## src/include/rv_exec_consts.svh

```systemverilog
`ifndef RV_EXEC_CONSTS_SVH
`define RV_EXEC_CONSTS_SVH

// integer datapath width
`define RV_XLEN 64

// shift amount width, low bits of operand b
`define RV_SHAMT_W 6

// architectural register file
`define RV_REG_NUM 32

// register index width
`define RV_REG_AW 5

// base encoding length
`define RV_INSTR_W 32

`endif

```

## src/verilog/rv_isa_pkg.sv

```systemverilog
package rv_isa_pkg;

  // major opcodes, instr[6:0]
  typedef enum logic [6:0] {
    OPC_OP_IMM = 7'b0010011,
    OPC_LUI    = 7'b0110111,
    OPC_OP     = 7'b0110011
  } opcode_t;

  // funct3 codes shared by OP and OP_IMM
  localparam logic [2:0] F3_ADD_SUB = 3'b000;
  localparam logic [2:0] F3_SLL     = 3'b001;
  localparam logic [2:0] F3_SLT     = 3'b010;
  localparam logic [2:0] F3_SLTU    = 3'b011;
  localparam logic [2:0] F3_XOR     = 3'b100;
  localparam logic [2:0] F3_SR      = 3'b101;
  localparam logic [2:0] F3_OR      = 3'b110;
  localparam logic [2:0] F3_AND     = 3'b111;

  // funct7[5], picks SUB over ADD and SRA over SRL
  localparam int ALT_BIT = 30;

endpackage

```

## src/verilog/rv_uop_pkg.sv

```systemverilog
package rv_uop_pkg;

  // alu operation carried in the execute stage
  typedef enum logic [3:0] {
    ALU_ADD,
    ALU_SUB,
    ALU_SLL,
    ALU_SLT,
    ALU_SLTU,
    ALU_XOR,
    ALU_SRL,
    ALU_SRA,
    ALU_OR,
    ALU_AND,
    // lui, b already holds the upper immediate
    ALU_PASS_B
  } alu_op_t;

  // source of alu operand b
  typedef enum logic {
    B_REG,
    B_IMM
  } b_sel_t;

endpackage

```

## src/verilog/rv_decode.sv

```systemverilog
`timescale 1ns/1ps
`include "rv_exec_consts.svh"

module rv_decode (
  input  logic                   clk,
  input  logic                   rst,
  input  logic                   i_instr_valid,
  input  logic [`RV_INSTR_W-1:0] i_instr,
  input  logic [`RV_XLEN-1:0]    i_rs1_data,
  input  logic [`RV_XLEN-1:0]    i_rs2_data,
  input  logic                   i_ex_wen,
  input  logic [`RV_REG_AW-1:0]  i_ex_rd,
  input  logic [`RV_XLEN-1:0]    i_ex_result,
  input  logic                   i_wb_wen,
  input  logic [`RV_REG_AW-1:0]  i_wb_rd,
  input  logic [`RV_XLEN-1:0]    i_wb_data,
  output logic [`RV_REG_AW-1:0]  o_rs1,
  output logic                   o_rs1_ren,
  output logic [`RV_REG_AW-1:0]  o_rs2,
  output logic                   o_rs2_ren,
  output logic                   o_ex_valid,
  output logic                   o_ex_illegal,
  output rv_uop_pkg::alu_op_t    o_ex_op,
  output logic [`RV_XLEN-1:0]    o_ex_a,
  output logic [`RV_XLEN-1:0]    o_ex_b,
  output logic [`RV_REG_AW-1:0]  o_ex_rd,
  output logic                   o_ex_wen
);

  logic [6:0]             opcode;
  logic [2:0]             funct3;
  logic                   alt;
  logic [`RV_REG_AW-1:0]  rd;
  logic [`RV_XLEN-1:0]    imm_i;
  logic [`RV_XLEN-1:0]    imm_u;
  logic [`RV_XLEN-1:0]    imm;
  logic                   illegal;
  logic                   use_rs1;
  logic                   use_rs2;
  rv_uop_pkg::alu_op_t    op;
  rv_uop_pkg::b_sel_t     b_sel;
  logic [`RV_XLEN-1:0]    rs1_val;
  logic [`RV_XLEN-1:0]    rs2_val;
  logic [`RV_XLEN-1:0]    b_val;

  assign opcode = i_instr[6:0];
  assign rd     = i_instr[11:7];
  assign funct3 = i_instr[14:12];
  assign o_rs1  = i_instr[19:15];
  assign o_rs2  = i_instr[24:20];
  assign alt    = i_instr[rv_isa_pkg::ALT_BIT];

  assign imm_i = {{(`RV_XLEN-12){i_instr[31]}}, i_instr[31:20]};
  assign imm_u = {{(`RV_XLEN-32){i_instr[31]}}, i_instr[31:12], 12'b0};
  assign imm   = (opcode == rv_isa_pkg::OPC_LUI) ? imm_u : imm_i;

  // funct3 map, no SUBI so alt only counts for reg-reg add
  function automatic rv_uop_pkg::alu_op_t funct_op(
    input logic [2:0] f3,
    input logic       alt_bit,
    input logic       is_reg
  );
    case (f3)
      rv_isa_pkg::F3_ADD_SUB: return (is_reg && alt_bit) ? rv_uop_pkg::ALU_SUB
                                                          : rv_uop_pkg::ALU_ADD;
      rv_isa_pkg::F3_SLL:     return rv_uop_pkg::ALU_SLL;
      rv_isa_pkg::F3_SLT:     return rv_uop_pkg::ALU_SLT;
      rv_isa_pkg::F3_SLTU:    return rv_uop_pkg::ALU_SLTU;
      rv_isa_pkg::F3_XOR:     return rv_uop_pkg::ALU_XOR;
      rv_isa_pkg::F3_SR:      return alt_bit ? rv_uop_pkg::ALU_SRA : rv_uop_pkg::ALU_SRL;
      rv_isa_pkg::F3_OR:      return rv_uop_pkg::ALU_OR;
      default:                return rv_uop_pkg::ALU_AND;
    endcase
  endfunction

  always_comb begin
    illegal = 1'b0;
    use_rs1 = 1'b1;
    use_rs2 = 1'b0;
    b_sel   = rv_uop_pkg::B_IMM;
    op      = rv_uop_pkg::ALU_ADD;
    case (opcode)
      rv_isa_pkg::OPC_OP: begin
        use_rs2 = 1'b1;
        b_sel   = rv_uop_pkg::B_REG;
        op      = funct_op(funct3, alt, 1'b1);
      end
      rv_isa_pkg::OPC_OP_IMM: begin
        op = funct_op(funct3, alt, 1'b0);
      end
      rv_isa_pkg::OPC_LUI: begin
        use_rs1 = 1'b0;
        op      = rv_uop_pkg::ALU_PASS_B;
      end
      default: begin
        illegal = 1'b1;
        use_rs1 = 1'b0;
      end
    endcase
  end

  assign o_rs1_ren = i_instr_valid & use_rs1;
  assign o_rs2_ren = i_instr_valid & use_rs2;

  // youngest pending write wins, x0 never forwarded
  function automatic logic [`RV_XLEN-1:0] fwd(
    input logic [`RV_REG_AW-1:0] idx,
    input logic                  ren,
    input logic [`RV_XLEN-1:0]   rf_data
  );
    if (!ren || idx == '0) begin
      return '0;
    end
    if (i_ex_wen && i_ex_rd == idx) begin
      return i_ex_result;
    end
    if (i_wb_wen && i_wb_rd == idx) begin
      return i_wb_data;
    end
    return rf_data;
  endfunction

  always_comb begin
    rs1_val = fwd(o_rs1, o_rs1_ren, i_rs1_data);
    rs2_val = fwd(o_rs2, o_rs2_ren, i_rs2_data);
  end

  assign b_val = (b_sel == rv_uop_pkg::B_REG) ? rs2_val : imm;

  always_ff @(posedge clk) begin
    if (rst) begin
      o_ex_valid   <= 1'b0;
      o_ex_illegal <= 1'b0;
      o_ex_wen     <= 1'b0;
    end else begin
      o_ex_valid   <= i_instr_valid;
      o_ex_illegal <= i_instr_valid & illegal;
      o_ex_wen     <= i_instr_valid & ~illegal;
    end
  end

  always_ff @(posedge clk) begin
    o_ex_op <= op;
    o_ex_a  <= rs1_val;
    o_ex_b  <= b_val;
    o_ex_rd <= rd;
  end

  a_ex_idle_after_rst: assert property (@(posedge clk) rst |=> !o_ex_valid);

endmodule

```

## config.mk

```make
export PLATFORM = sky130hd
export DESIGN_NAME = rv_decode
export DESIGN_NICKNAME = d
export VERILOG_FILES = /design/src/verilog/rv_isa_pkg.sv /design/src/verilog/rv_uop_pkg.sv /design/src/verilog/rv_decode.sv
export VERILOG_INCLUDE_DIRS = /design/src /design/src/include
export SDC_FILE = /design/constraint.sdc
export NUM_CORES = 1
export LEC_CHECK = 0
export BUFFER_PORTS_ARGS = -buffer_cell sky130_fd_sc_hd__buf_2
export CORE_AREA = 3 3 175 177
export DETAILED_ROUTE_END_ITERATION = 16
export DIE_AREA = 0 0 178 180
export SLEW_MARGIN = 30
export SYNTH_ARGS = -nofsm -noshare
export SYNTH_HDL_FRONTEND = slang
export SYNTH_SLANG_ARGS = --single-unit
```

## constraint.sdc

```tcl
create_clock -name clk -period 4 [get_ports clk]
set_input_delay 0.4 -clock clk [delete_from_list [all_inputs] [get_ports clk]]
set_output_delay 0.4 -clock clk [all_outputs]
set_load 0.05 [all_outputs]
```

## After elaboration in Yosys (flattened, before gate mapping)

Index checks and enable logic that the tools add are counted.

- Word-level logic and storage cells: 71
- Register bits: 140

- Eq/ne operators: 13
- Mux-type cells: 34
- Bitwise logic cells: 4
- Reduce and logical (&&, ||, !) cells: 13

Operators with widths:

| cell | number |
|---|---|
| $mux 64 | 13 |
| $pmux 4 s7 | 2 |
| $mux 31 | 1 |
| $eq 5x5->1 | 4 |
| $mux 1 | 17 |
| $eq 7x6->1 const B | 2 |
| $pmux 4 s3 | 1 |
| $logic_not 5->1 | 2 |
| $eq 3x3->1 const B | 3 |
| $eq 7x5->1 const B | 1 |
| $eq 3x2->1 const B | 2 |
| $and 1x1->1 | 4 |
| $logic_and 1x1->1 | 4 |
| $eq 3x1->1 const B | 1 |
| $logic_not 3->1 | 1 |
| $reduce_or 3->1 | 1 |
| $logic_not 1->1 | 2 |
| $logic_or 1x1->1 | 2 |
| $reduce_or 2->1 | 1 |

## Logic depth before layout (Yosys ltp)

Gate-level depths: netlist (run 1).

- Depth after elaboration: 13
- Gate-level depth with buffers: 8

## Worst setup path after synthesis (run 1)

Ideal clock, no wire load.

- Path type: input -> register
- Start: input i_instr[3]
- End: register o_ex_b[33]
- Stages on the path: 7
- Arrival time: 2.244 ns
- Library setup time: 0.083 ns
- Required time: 3.917 ns
- Setup slack: 1.673 ns
- Path through: nand4b_1 > or3_1 > buf_6 > nor3b_4 > o21ai_4 > buf_6 > o31ai_4

- Word-level cells in the longest chain between the ends: 8

Ends and longest elaborated chain:

| what | line | RTL |
|---|---|---|
| from (decl) | rv_decode.sv:8 | `` input logic [`RV_INSTR_W-1:0] i_instr, `` |
| $eq 7x6->1 | rv_decode.sv:82 | `case (opcode)` |
| $mux 1 | rv_decode.sv:82 |  |
| $and 1x1->1 | rv_decode.sv:103 | `assign o_rs2_ren = i_instr_valid & use_rs2;` |
| named net o_rs2_ren | rv_decode.sv:20 | `output logic o_rs2_ren,` |
| $logic_not 1->1 | rv_decode.sv:111 | `if (!ren \|\| idx == '0) begin` |
| $logic_or 1x1->1 | rv_decode.sv:111 |  |
| $mux 1 | rv_decode.sv:111 |  |
| $mux 64 | rv_decode.sv:114 | `if (i_ex_wen && i_ex_rd == idx) begin` |
| $mux 64 | rv_decode.sv:128 | `assign b_val = (b_sel == rv_uop_pkg::B_REG) ? rs2_val : imm;` |
| named net b_val[33] | rv_decode.sv:44 | `` logic [`RV_XLEN-1:0] b_val; `` |
| to (signal assigned) | rv_decode.sv:145 | `o_ex_b <= b_val;` |
| to (decl) | rv_decode.sv:25 | `` output logic [`RV_XLEN-1:0] o_ex_b, `` |

The timed path passes the listed nets, and every way through them passes these cells.
A chain may end at the register's enable or synchronous reset.

## Worst setup path after layout (run 1)

- Start: input i_instr[3]
- End: output o_rs2_ren

- Word-level cells in the longest chain between the ends: 3

Ends and longest elaborated chain:

| what | line |
|---|---|
| $eq 7x6->1 | rv_decode.sv:82 |
| $mux 1 | rv_decode.sv:82 |
| $and 1x1->1 | rv_decode.sv:103 |
| to (decl) | rv_decode.sv:20 |

Every way passes these cells.

==> reports/summary.txt, run 1 <==
Global Route Usage Sum - 20.46%
Critical setup path kind - in -> out
RSZ-0062 raised after global routing - no
Final Hold Violating Endpoints - 0
Routed vias - 8263
Total of max-cap violations - 0
Seq/Total Area, Yosys - 40.13%
Crit path DAT - 1970 ps
CTS Buf Count - 17
Max-slew violation count - 0
Fraction of layout cells with a size suffix above 1 - 44.65%
Post-DP HPWL - 26100 µm
Initial DRC Count - 574
Synth Register Bits - 140
Top cell type's share of synthesized area - 40.13%
CP cell instances - buf_2, nand4b_1, or3_1, nor3b_4, buf_2
Mapped Cells - 840
Remaining Overflow, GRT - 0
Buffers & Inverters on Critical Path - 2
Min-delay worst type - in -> reg
# rows - 63
WL/cell - 20.86 µm
Worst path top cell family by delay - simple AND/OR/NAND/NOR gates
CTS root buffer - clkbuf_16
Hold buffer count at cts - 0
# IOs - 455
CP Launch Type - primary input
Tmin final - 2372 ps
Final setup TNS - 0 ps
P&R area growth vs syn - 44.73%
H-tree depth - 4
Synthesized area - 6984 µm²
Worst slew pin tran - 869.8 ps
Dpl cell area - 9494 µm²
Pre-antenna DRT Iters - 5
Max VDD drop - 240.7 µV
Number of global-route vias before repair - 8261
CP max FO - 15
Routability cong. - 0.8631
Unique cell type count in the Yosys netlist - 41
Starting Density - 23.75%
Crit-path slowest cell - or3_1
Pleak - 4.986 nW
FFs w/ async S/R, synth - 0%
Antenna violations before repair - 6
Net Count, Synth - 1143
F_max - 421.6 MHz
PortBufs - 454
Critical Path RT - 3600 ps
Dominant cells by area after synthesis - dfxtp_1 40%, a311oi_1 8.0%, nand2_1 7.7%
Post-CTS Setup Inserts - 0
CP endpoint kind - output pin
Resize count post-CTS - 0
Syn avg cell area - 8.315 µm²
Max incr delay on CP - 580 ps
Die X - 178 µm
Most frequent CP cell - buf_2
Remaining DRCs - 0
Setup violators final - 0
First-pass GRT wire length - 49820 µm
Die span in y - 180 µm
Status - completed
Ys Warns - 0
Final nets - 1542
Synth area leader - dfxtp_1
Finished Cell Area - 10110 µm²
Largest net degree at the start of global routing - 67
Sink Count - 140
Via density - 5.020
CTS tree - done
Detail Route Antenna Nets - 0
Die ar. - 32040 µm²
Core area - 29400 µm²
EDFF count, synth - 0
PwrDens - 373.5 nW/µm²
Routed WL - 34340 µm
Worst slew margin - 41.80%
CTS Buffer Depth - 2
Final period utilization - 59.30%
Clock transition at the registers of the reported paths - 60 ps
Main synth FF type - dfxtp_1
[power breakdown]
group | switching (mW) | leakage [nW] | internal [mW] | total [mW]
Combinational | 0.451 | 3.53 | 0.219 | 0.670
Sequential | 0.0119 | 1.15 | 1.44 | 1.45
Clock | 0.640 | 0.298 | 1.02 | 1.66
[sequential cells by signal, summed over array words and instances, names as in the netlist]
| name | count |
|---|---|
| o_ex_a | 64 |
| o_ex_b | 64 |
| o_ex_illegal | 1 |
| o_ex_op | 4 |
| o_ex_rd | 5 |
| o_ex_valid | 1 |
| o_ex_wen | 1 |
[final timing paths]
check | from | to | slack, ps | cells after the start
hold / removal | i_instr[9] | o_ex_rd[2] | 80 | 1
setup / recovery | i_instr[3] | o_rs2_ren | 1630 | 5
[Yosys cell counts (all sizes together), types with 4 or more instances]
cell type,number
xor2,14
dfxtp,140
nor2,132
o21ai,4
and3,66
a311oi,64
o31ai,64
buf,35
nand2,145
a21oi,21
xnor2,6
clkbuf,57
a211oi,64
[cells in the final DEF (no fill, tap or decap), types with 2 or more instances in the layout]
cell	count
buf_2	454
nand2_1	143
dfxtp_1	140
nor2_1	130
and3_1	64
a211oi_1	64
a311oi_1	64
o31ai_2	40
o31ai_1	23
a21oi_1	21
clkbuf_16	17
buf_4	16
xor2_1	14
xnor2_1	6
diode_2	4
clkinv_4	4
nor2b_1	3
nand3_4	3
and2_1	3
bufinv_16	3
clkbuf_1	3
clkinv_2	3
o21ai_0	2
nor3_1	2
nand2_2	2
and3_2	2
or4_1	2
o21ai_4	2
nor4_1	2
clkbuf_8	2
buf_12	2
[through the flow]
step | total power, mW | std cells | setup WS (ps) | hold slack (ps) | utilization [%]
floorplan | 1.839 | 840 | 1673 | 427.7 | -
detailed placement | 2.152 | 1610 | 1325 | 503.6 | 32.29
finish | 3.776 | 1646 | 1628 | 80.29 | 34.38
global placement | 2.149 | 1610 | 1396 | 502.1 | 32.29
global route | 3.932 | 1645 | 1537 | 52.36 | 34.37
CTS | 3.828 | 1642 | 1650 | 49.42 | 34.35
[per-layer routing]
metal | wire (µm) | global-route usage [%] | vias up
met5 | 21 | 0 | -
li1 | - | - | 3828
met4 | 1308 | 9.551 | 4
met3 | 3531 | 6.401 | 72
met2 | 16650 | 34.24 | 472
met1 | 12840 | 23.61 | 3887
[cells by family after synthesis]
| logic type | synth area share (%) |
|---|---|
| simple gates | 23.15 |
| mux | 0.1612 |
| xor+xnor | 2.508 |
| flops | 40.13 |
| buf+inv | 6.879 |
| compound gates | 27.18 |
[area by class of cell]
type / instances / area (µm²)
fill: 3177 / 19290
multi-input combinational: 606 / 3764
sequential: 140 / 2803
timing repair buffer: 472 / 2432
tap: 390 / 488.0
clock buffer: 22 / 464.2
clock inverter: 10 / 140.1
antenna: 4 / 10.01
inverter: 2 / 7.507
Power figures use the tool's default switching activity.
==> run 2, diff against run 1 <==
- CORE_AREA: 3 3 175 177 -> 3 3 174 176
- DIE_AREA: 0 0 178 180 -> 0 0 177 179
- clock period: 4 -> 2 ns (I/O delays scaled with it)
==> run 2 against run 1 <==
Against the previous run: sequential cell count unchanged; die area shrank 1.1%; first-iteration DRC count shrank 20%; core utilization increased by 2.3 points; clock power is 110% higher; combinational power increased by 110%; count of clock-buffer cells in the layout shrank 4; total power is 110% higher; sequential share of layout area fell by 1.2 points; hold slack worse by 38 ps; largest power group unchanged; highest routed layer unchanged.
==> reports/summary.txt, run 2 (synthesis gave the netlist of run 1 again) <==
Min-delay worst type - in -> reg
Final Hold Violating Endpoints - 0 (unchanged)
Clock share of power - 44.6% (+0.7 points)
CP endpoint kind - output pin
# IOs - 455 (unchanged)
Power, Total - 7.746 mW (+110%)
Dpl cell area - 9874 µm² (+4.0%)
WL/cell - 20.33 µm (-2.6%)
Finished Cell Area - 10560 µm² (+4.5%)
Pre-antenna DRT Iters - 5 (unchanged)
P&R area growth vs syn - 51.25%
Worst slew margin - 53.07% (+11 points)
Critical setup path kind - in -> out
Largest regs - o_ex_a (64), o_ex_b (64), o_ex_rd (5)
Die span in y - 179 µm (-0.56%)
Met2 GRT Util - 34.63% (+0.39 points)
Pre-CTS setup slack - -60.95 ps (-1385 ps)
Worst setup margin - 208.1 ps (-1420 ps)
Setup violators final - 0 (unchanged)
CTS Buffer Depth - 2 (unchanged)
Crit-path slowest cell - or3_1
Register share of total power - 37.4% (-1.0 points)
Fraction of layout cells with a size suffix above 1 - 45.63% (+0.98 points)
Core area - 28780 µm² (-2.1%)
Max-slew violation count - 0 (unchanged)
Routability cong. - 0.9016 (+4.5%)
CP max FO - 3 (-12)
CTS Buf Count - 17 (unchanged)
Status - completed
Most frequent cells in the layout - 454 x buf_2, 143 x nand2_1, 140 x dfxtp_1
Remaining Overflow, GRT - 0 (unchanged)
Die ar. - 31680 µm² (-1.1%)
Die X - 177 µm (-0.56%)
Remaining DRCs - 0 (unchanged)
First-pass GRT wire length - 48730 µm (-2.2%)
Initial DRC Count - 457 (-20%)
Routed WL - 33930 µm (-1.2%)
Worst slew pin tran - 704.0 ps (-165.7 ps)
Combinational power share - 18.0% (+0.3 points)
Starting Density - 24.27% (+0.51 points)
Post-DP HPWL - 26750 µm (+2.5%)
Via density - 4.963 (-1.1%)
Number of fill cells in the layout - 3026 (-4.8%)
Detail Route Antenna Nets - 0 (unchanged)
Commonest non-fill, non-tap cell in the layout - buf_2
Global Route Usage Sum - 20.18% (-0.28 points)
Final core utilization - 36.71% (+2.3 points)
Max VDD drop - 466.0 µV (+94%)
Resize count post-CTS - 0 (unchanged)
CP cell instances - buf_2, nand4b_1, or3_1, nor3b_4, buf_2
Largest net degree at the start of global routing - 58 (-13%)
# rows - 62 (-1.6%)
PwrDens - 733.3 nW/µm² (+96%)
Critical Path RT - 1800 ps (-1800 ps)
Tmin final - 1792 ps
Routing usage on met3 - 4.892% (-1.5 points)
PortBufs - 454 (unchanged)
Hold slack final - 41.97 ps (-38.31 ps)
Max incr delay on CP - 400 ps (-180 ps)
Clock transition at the registers of the reported paths - 70 ps (about the same)
Worst path top cell family by delay - simple AND/OR/NAND/NOR gates
Antenna violations before repair - 4 (-2)
FF+latch area - 2803 µm² (unchanged)
CP Launch Type - primary input
Internal power - 5.458 mW (+100%)
Multi-input gate area - 3764 µm² (unchanged)
Switching share of power - 29.54% (+0.32 points)
CTS tree - done
NetSw - 2.288 mW (+110%)
Final nets - 1573 (+2.0%)
Number of global-route vias before repair - 8191 (-0.85%)
Pleak - 5.203 nW (+4.3%)
Final period utilization - 89.59%
Busiest grt layer - met2
CTS root buffer - clkbuf_16
Buffers & Inverters on Critical Path - 2 (unchanged)
Sink Count - 140 (unchanged)
Routed vias - 8283 (+0.24%)
Crit path DAT - 1590 ps (-380 ps)
H-tree depth - 4 (unchanged)
Most frequent CP cell - buf_2
Total of max-cap violations - 0 (unchanged)
Met1 usage - 24.44% (+0.83 points)
F_max - 558.1 MHz
RSZ-0062 raised after global routing - no
## run 2: changes by cell type in the layout (fill, tap and decap cells not counted), sizes merged, moves of 2 or more
cell / before / now
clkbuf: 22 / 18
dlygate4sd3: 0 / 6
clkinvlp: 0 / 4
inv: 2 / 4
buf: 472 / 497
clkinv: 7 / 3
## run 2: what timing repair did
item / in CTS / in global routing
setup buffers: 0 / 0
hold endpoints to repair: 6 / 0
hold buffers: 6 / 0
## run 2: area by class of cell
| class | count | area share, % |
|---|---|---|
| well taps | 384 | 4.548 |
| repair buffers | 503 | 27.27 |
| clock inverters | 13 | 1.824 |
| inverters | 2 | 0.07106 |
| multi-input cells | 606 | 35.63 |
| diodes | 3 | 0.07106 |
| clock buffers | 18 | 4.063 |
| flip-flops and latches | 140 | 26.53 |
## run 2: metal layers
metal | share of wire [%] | up-vias
met5 | 0.038 | -
met1 | 40 | 3878
met4 | 2.8 | 2
met2 | 49 | 452
li1 | - | 3888
met3 | 8.6 | 63
## run 2: final timing paths
path / to / start / cells past startpoint
hold / removal: o_ex_a[55] / i_rs1_data[55] / 3
setup / recovery: o_rs2_ren / i_instr[3] / 5
## run 2: metrics by stage
stage	TNS [ps]	instances
floorplan	-5452	840
global placement	-528.5	1629
detailed placement	-532.4	1629
CTS	0	1666
global route	0	1669
finish	0	1669
## run 2: worst min-delay path: stages
cell and delay [ps]:
buf_2 100, nand2_1 50, a311oi_1 70
## run 2: power groups by stage
stage | registers (mW) | logic [mW] | clock network, mW
after detailed placement | 2.96 | 1.38 | 0
final | 2.90 | 1.39 | 3.45
after floorplan | 3.27 | 0.407 | 0
after global placement | 2.96 | 1.38 | 0
after CTS | 2.90 | 1.39 | 3.52
after global routing | 2.91 | 1.48 | 3.65
==> run 3, diff against run 2 <==
- BUFFER_PORTS_ARGS: -buffer_cell sky130_fd_sc_hd__buf_2 -> not set
- CORE_AREA: 3 3 174 176 -> 3 3 178 180
- DIE_AREA: 0 0 177 179 -> 0 0 181 183
- DONT_BUFFER_PORTS: not set -> 1
==> run 3 against run 2 <==
Against the previous run: total power is 4.3% lower; maximum frequency is 8.0% lower; hold slack worse by 48 ps; largest power group unchanged; critical endpoint is now o_ex_a[7]; sequential power is 12% higher; first-iteration DRC count is 57% higher; count of clock-buffer cells in the layout is 3 higher; the run now ends with negative hold slack left; global-route usage is 0.40 points higher; final cell count is 14% lower; highest routed layer unchanged; cell area is 2.0% lower.
==> reports/summary.txt, run 3 (synthesis gave the netlist of run 1 again) <==
Initial DRC Count - 719 (+57%)
Critical path origin - i_instr[17]
Detail Route Antenna Nets - 0 (unchanged)
P&R area growth vs syn - 48.15%
Final setup TNS - 0 ps (unchanged)
Max VDD drop - 531.8 µV (+14%)
Pre-antenna DRT Iters - 7 (+2)
Fraction of layout cells with a size suffix above 1 - 12.51% (-33 points)
Worst path top cell family by delay - buffers and inverters
Crit path DAT - 2300 ps (+710 ps)
PortBufs - 0 (-100%)
Max-slew violation count - 0 (unchanged)
Register share of total power - 43.8% (+6.4 points)
Status - complete, but fails checks
PwrDens - 716.3 nW/µm² (-2.3%)
Remaining Overflow, GRT - 0 (unchanged)
Total of max-cap violations - 0 (unchanged)
CP max FO - 27 (+24)
Pleak - 4.348 nW (-16%)
CTS root buffer - clkbuf_16
Combinational power share - 10.7% (-7.3 points)
CTS tree - done
Via density - 5.564 (+12%)
RSZ-0062 raised after global routing - no
WL/cell - 25.23 µm (+24%)
Routability cong. - 0.9021 (about the same)
CTS Buffer Depth - 2 (unchanged)
CP cell instances - xor2_1, nor4_1, and3_2, buf_12, nand2_1, a311oi_1, dlygate4sd3_1
Sink Count - 140 (unchanged)
Global Route Usage Sum - 20.58% (+0.40 points)
Worst slew margin - 55.85% (+2.8 points)
F_max - 513.4 MHz (-8.0%)
Core area - 30350 µm² (+5.5%)
Critical Path RT - 2360 ps (+560 ps)
Number of global-route vias before repair - 8035 (-1.9%)
Largest net degree at the start of global routing - 71 (+22%)
Starting Density - 23.01% (-1.3 points)
Hold slack final - -5.853 ps (-47.82 ps)
Worst Setup EP - o_ex_a[7]
Routed vias - 7985 (-3.6%)
Critical setup path kind - in -> reg
Failing checks - negative hold slack
Worst slew pin tran - 661.3 ps (-42.74 ps)
Max incr delay on CP - 630 ps (+230 ps)
Post-DP HPWL - 24970 µm (-6.7%)
Largest regs - o_ex_a (64), o_ex_b (64), o_ex_rd (5)
Buffers & Inverters on Critical Path - 2 (unchanged)
Switching share of power - 28.00% (-1.5 points)
Routed WL - 36200 µm (+6.7%)
Internal power - 5.337 mW (-2.2%)
Remaining DRCs - 0 (unchanged)
# rows - 64 (+3.2%)
Min-delay worst type - in -> reg
# IOs - 455 (unchanged)
CTS Buf Count - 17 (unchanged)
Final Hold Violating Endpoints - 1 (+1)
Crit-path slowest cell - dlygate4sd3_1
Die ar. - 33120 µm² (+4.5%)
Critical path depth in cells - 7 (+2)
Most frequent cells in the layout - 219 x dlygate4sd3_1, 143 x nand2_1, 140 x dfxtp_1
Final nets - 1329 (-16%)
H-tree depth - 4 (unchanged)
CP endpoint kind - flip-flop
Clock share of power - 45.5% (+0.9 points)
Setup violators final - 0 (unchanged)
NetSw - 2.075 mW (-9.3%)
Tmin final - 1948 ps (+155.8 ps)
Die span in y - 183 µm (+2.2%)
Antenna cell count - 0 (-3)
Final period utilization - 97.39% (+7.8 points)
First-pass GRT wire length - 52010 µm (+6.7%)
Clock transition at the registers of the reported paths - 60 ps (about the same)
CP Launch Type - primary input
Die X - 181 µm (+2.3%)
Commonest non-fill, non-tap cell in the layout - dlygate4sd3_1
Antenna violations before repair - 1 (-3)
-- run 3: cell types whose count changed in the layout (fill, tap and decap cells not counted), sizes merged --
cell and change:
dlygate4sd3 +213, clkbuf +3, clkinv +2, diode -3, inv -2, clkinvlp -1, bufinv -1, buf -457
-- run 3: power by group through the flow --
stage          sequential (mW)  combinational [mW]  clock (mW)
6_report                  3.24               0.793        3.38
4_1_cts                   3.24               0.776        3.46
5_1_grt                   3.25               0.847        3.55
3_3_place_gp              3.31               0.490           0
3_5_place_dp              3.31               0.500           0
2_1_floorplan             3.27               0.407           0
-- run 3: through the flow --
stage               std cells  setup WS (ps)  power [mW]  cell area [µm²]  util [%]
floorplan                 840         -109.8       3.677             6984         -
global placement         1184          173.3       3.800             7537     24.84
detailed placement       1184          153.8       3.807             7537     24.84
CTS                      1435          117.8       7.475            10340     34.07
global route             1435          8.959       7.648            10350     34.09
finish                   1435          52.28       7.412            10350     34.09
-- run 3: cell type report --
cell class	instances	area, µm²
clock inverter	11	141.4
inverter	2	7.507
timing repair buffer	259	2655
sequential	140	2803
fill	3044	20000
tap	396	495.5
clock buffer	21	470.5
multi-input combinational	606	3775
-- run 3: worst min path at each step --
stage	startpoint	to	slack, ps	cells past startpoint
after global placement	i_instr[9]	o_ex_rd[2]	230	0
after floorplan	i_instr[7]	o_ex_rd[0]	230	0
after global routing	i_instr[27]	o_ex_b[7]	4	2
after detailed placement	i_instr[7]	o_ex_rd[0]	230	0
final	i_instr[21]	o_ex_b[1]	-6	2
after CTS	i_ex_result[2]	o_ex_b[2]	0.7	2
-- run 3: per-layer routing --
metal	up-vias	wire [µm]	track usage [%]
li1	3405	-	-
met4	2	1194	7.770
met5	-	20	0
met1	3856	13380	23.84
met2	620	17810	35.75
met3	102	3793	6.486
-- run 3: repair_timing --
action                     4_1_cts  5_1_grt
resized for setup                0        1
hold endpoints to repair       139        0
setup endpoints to repair        0        1
setup buffers                    0        0
hold buffers                   219        0
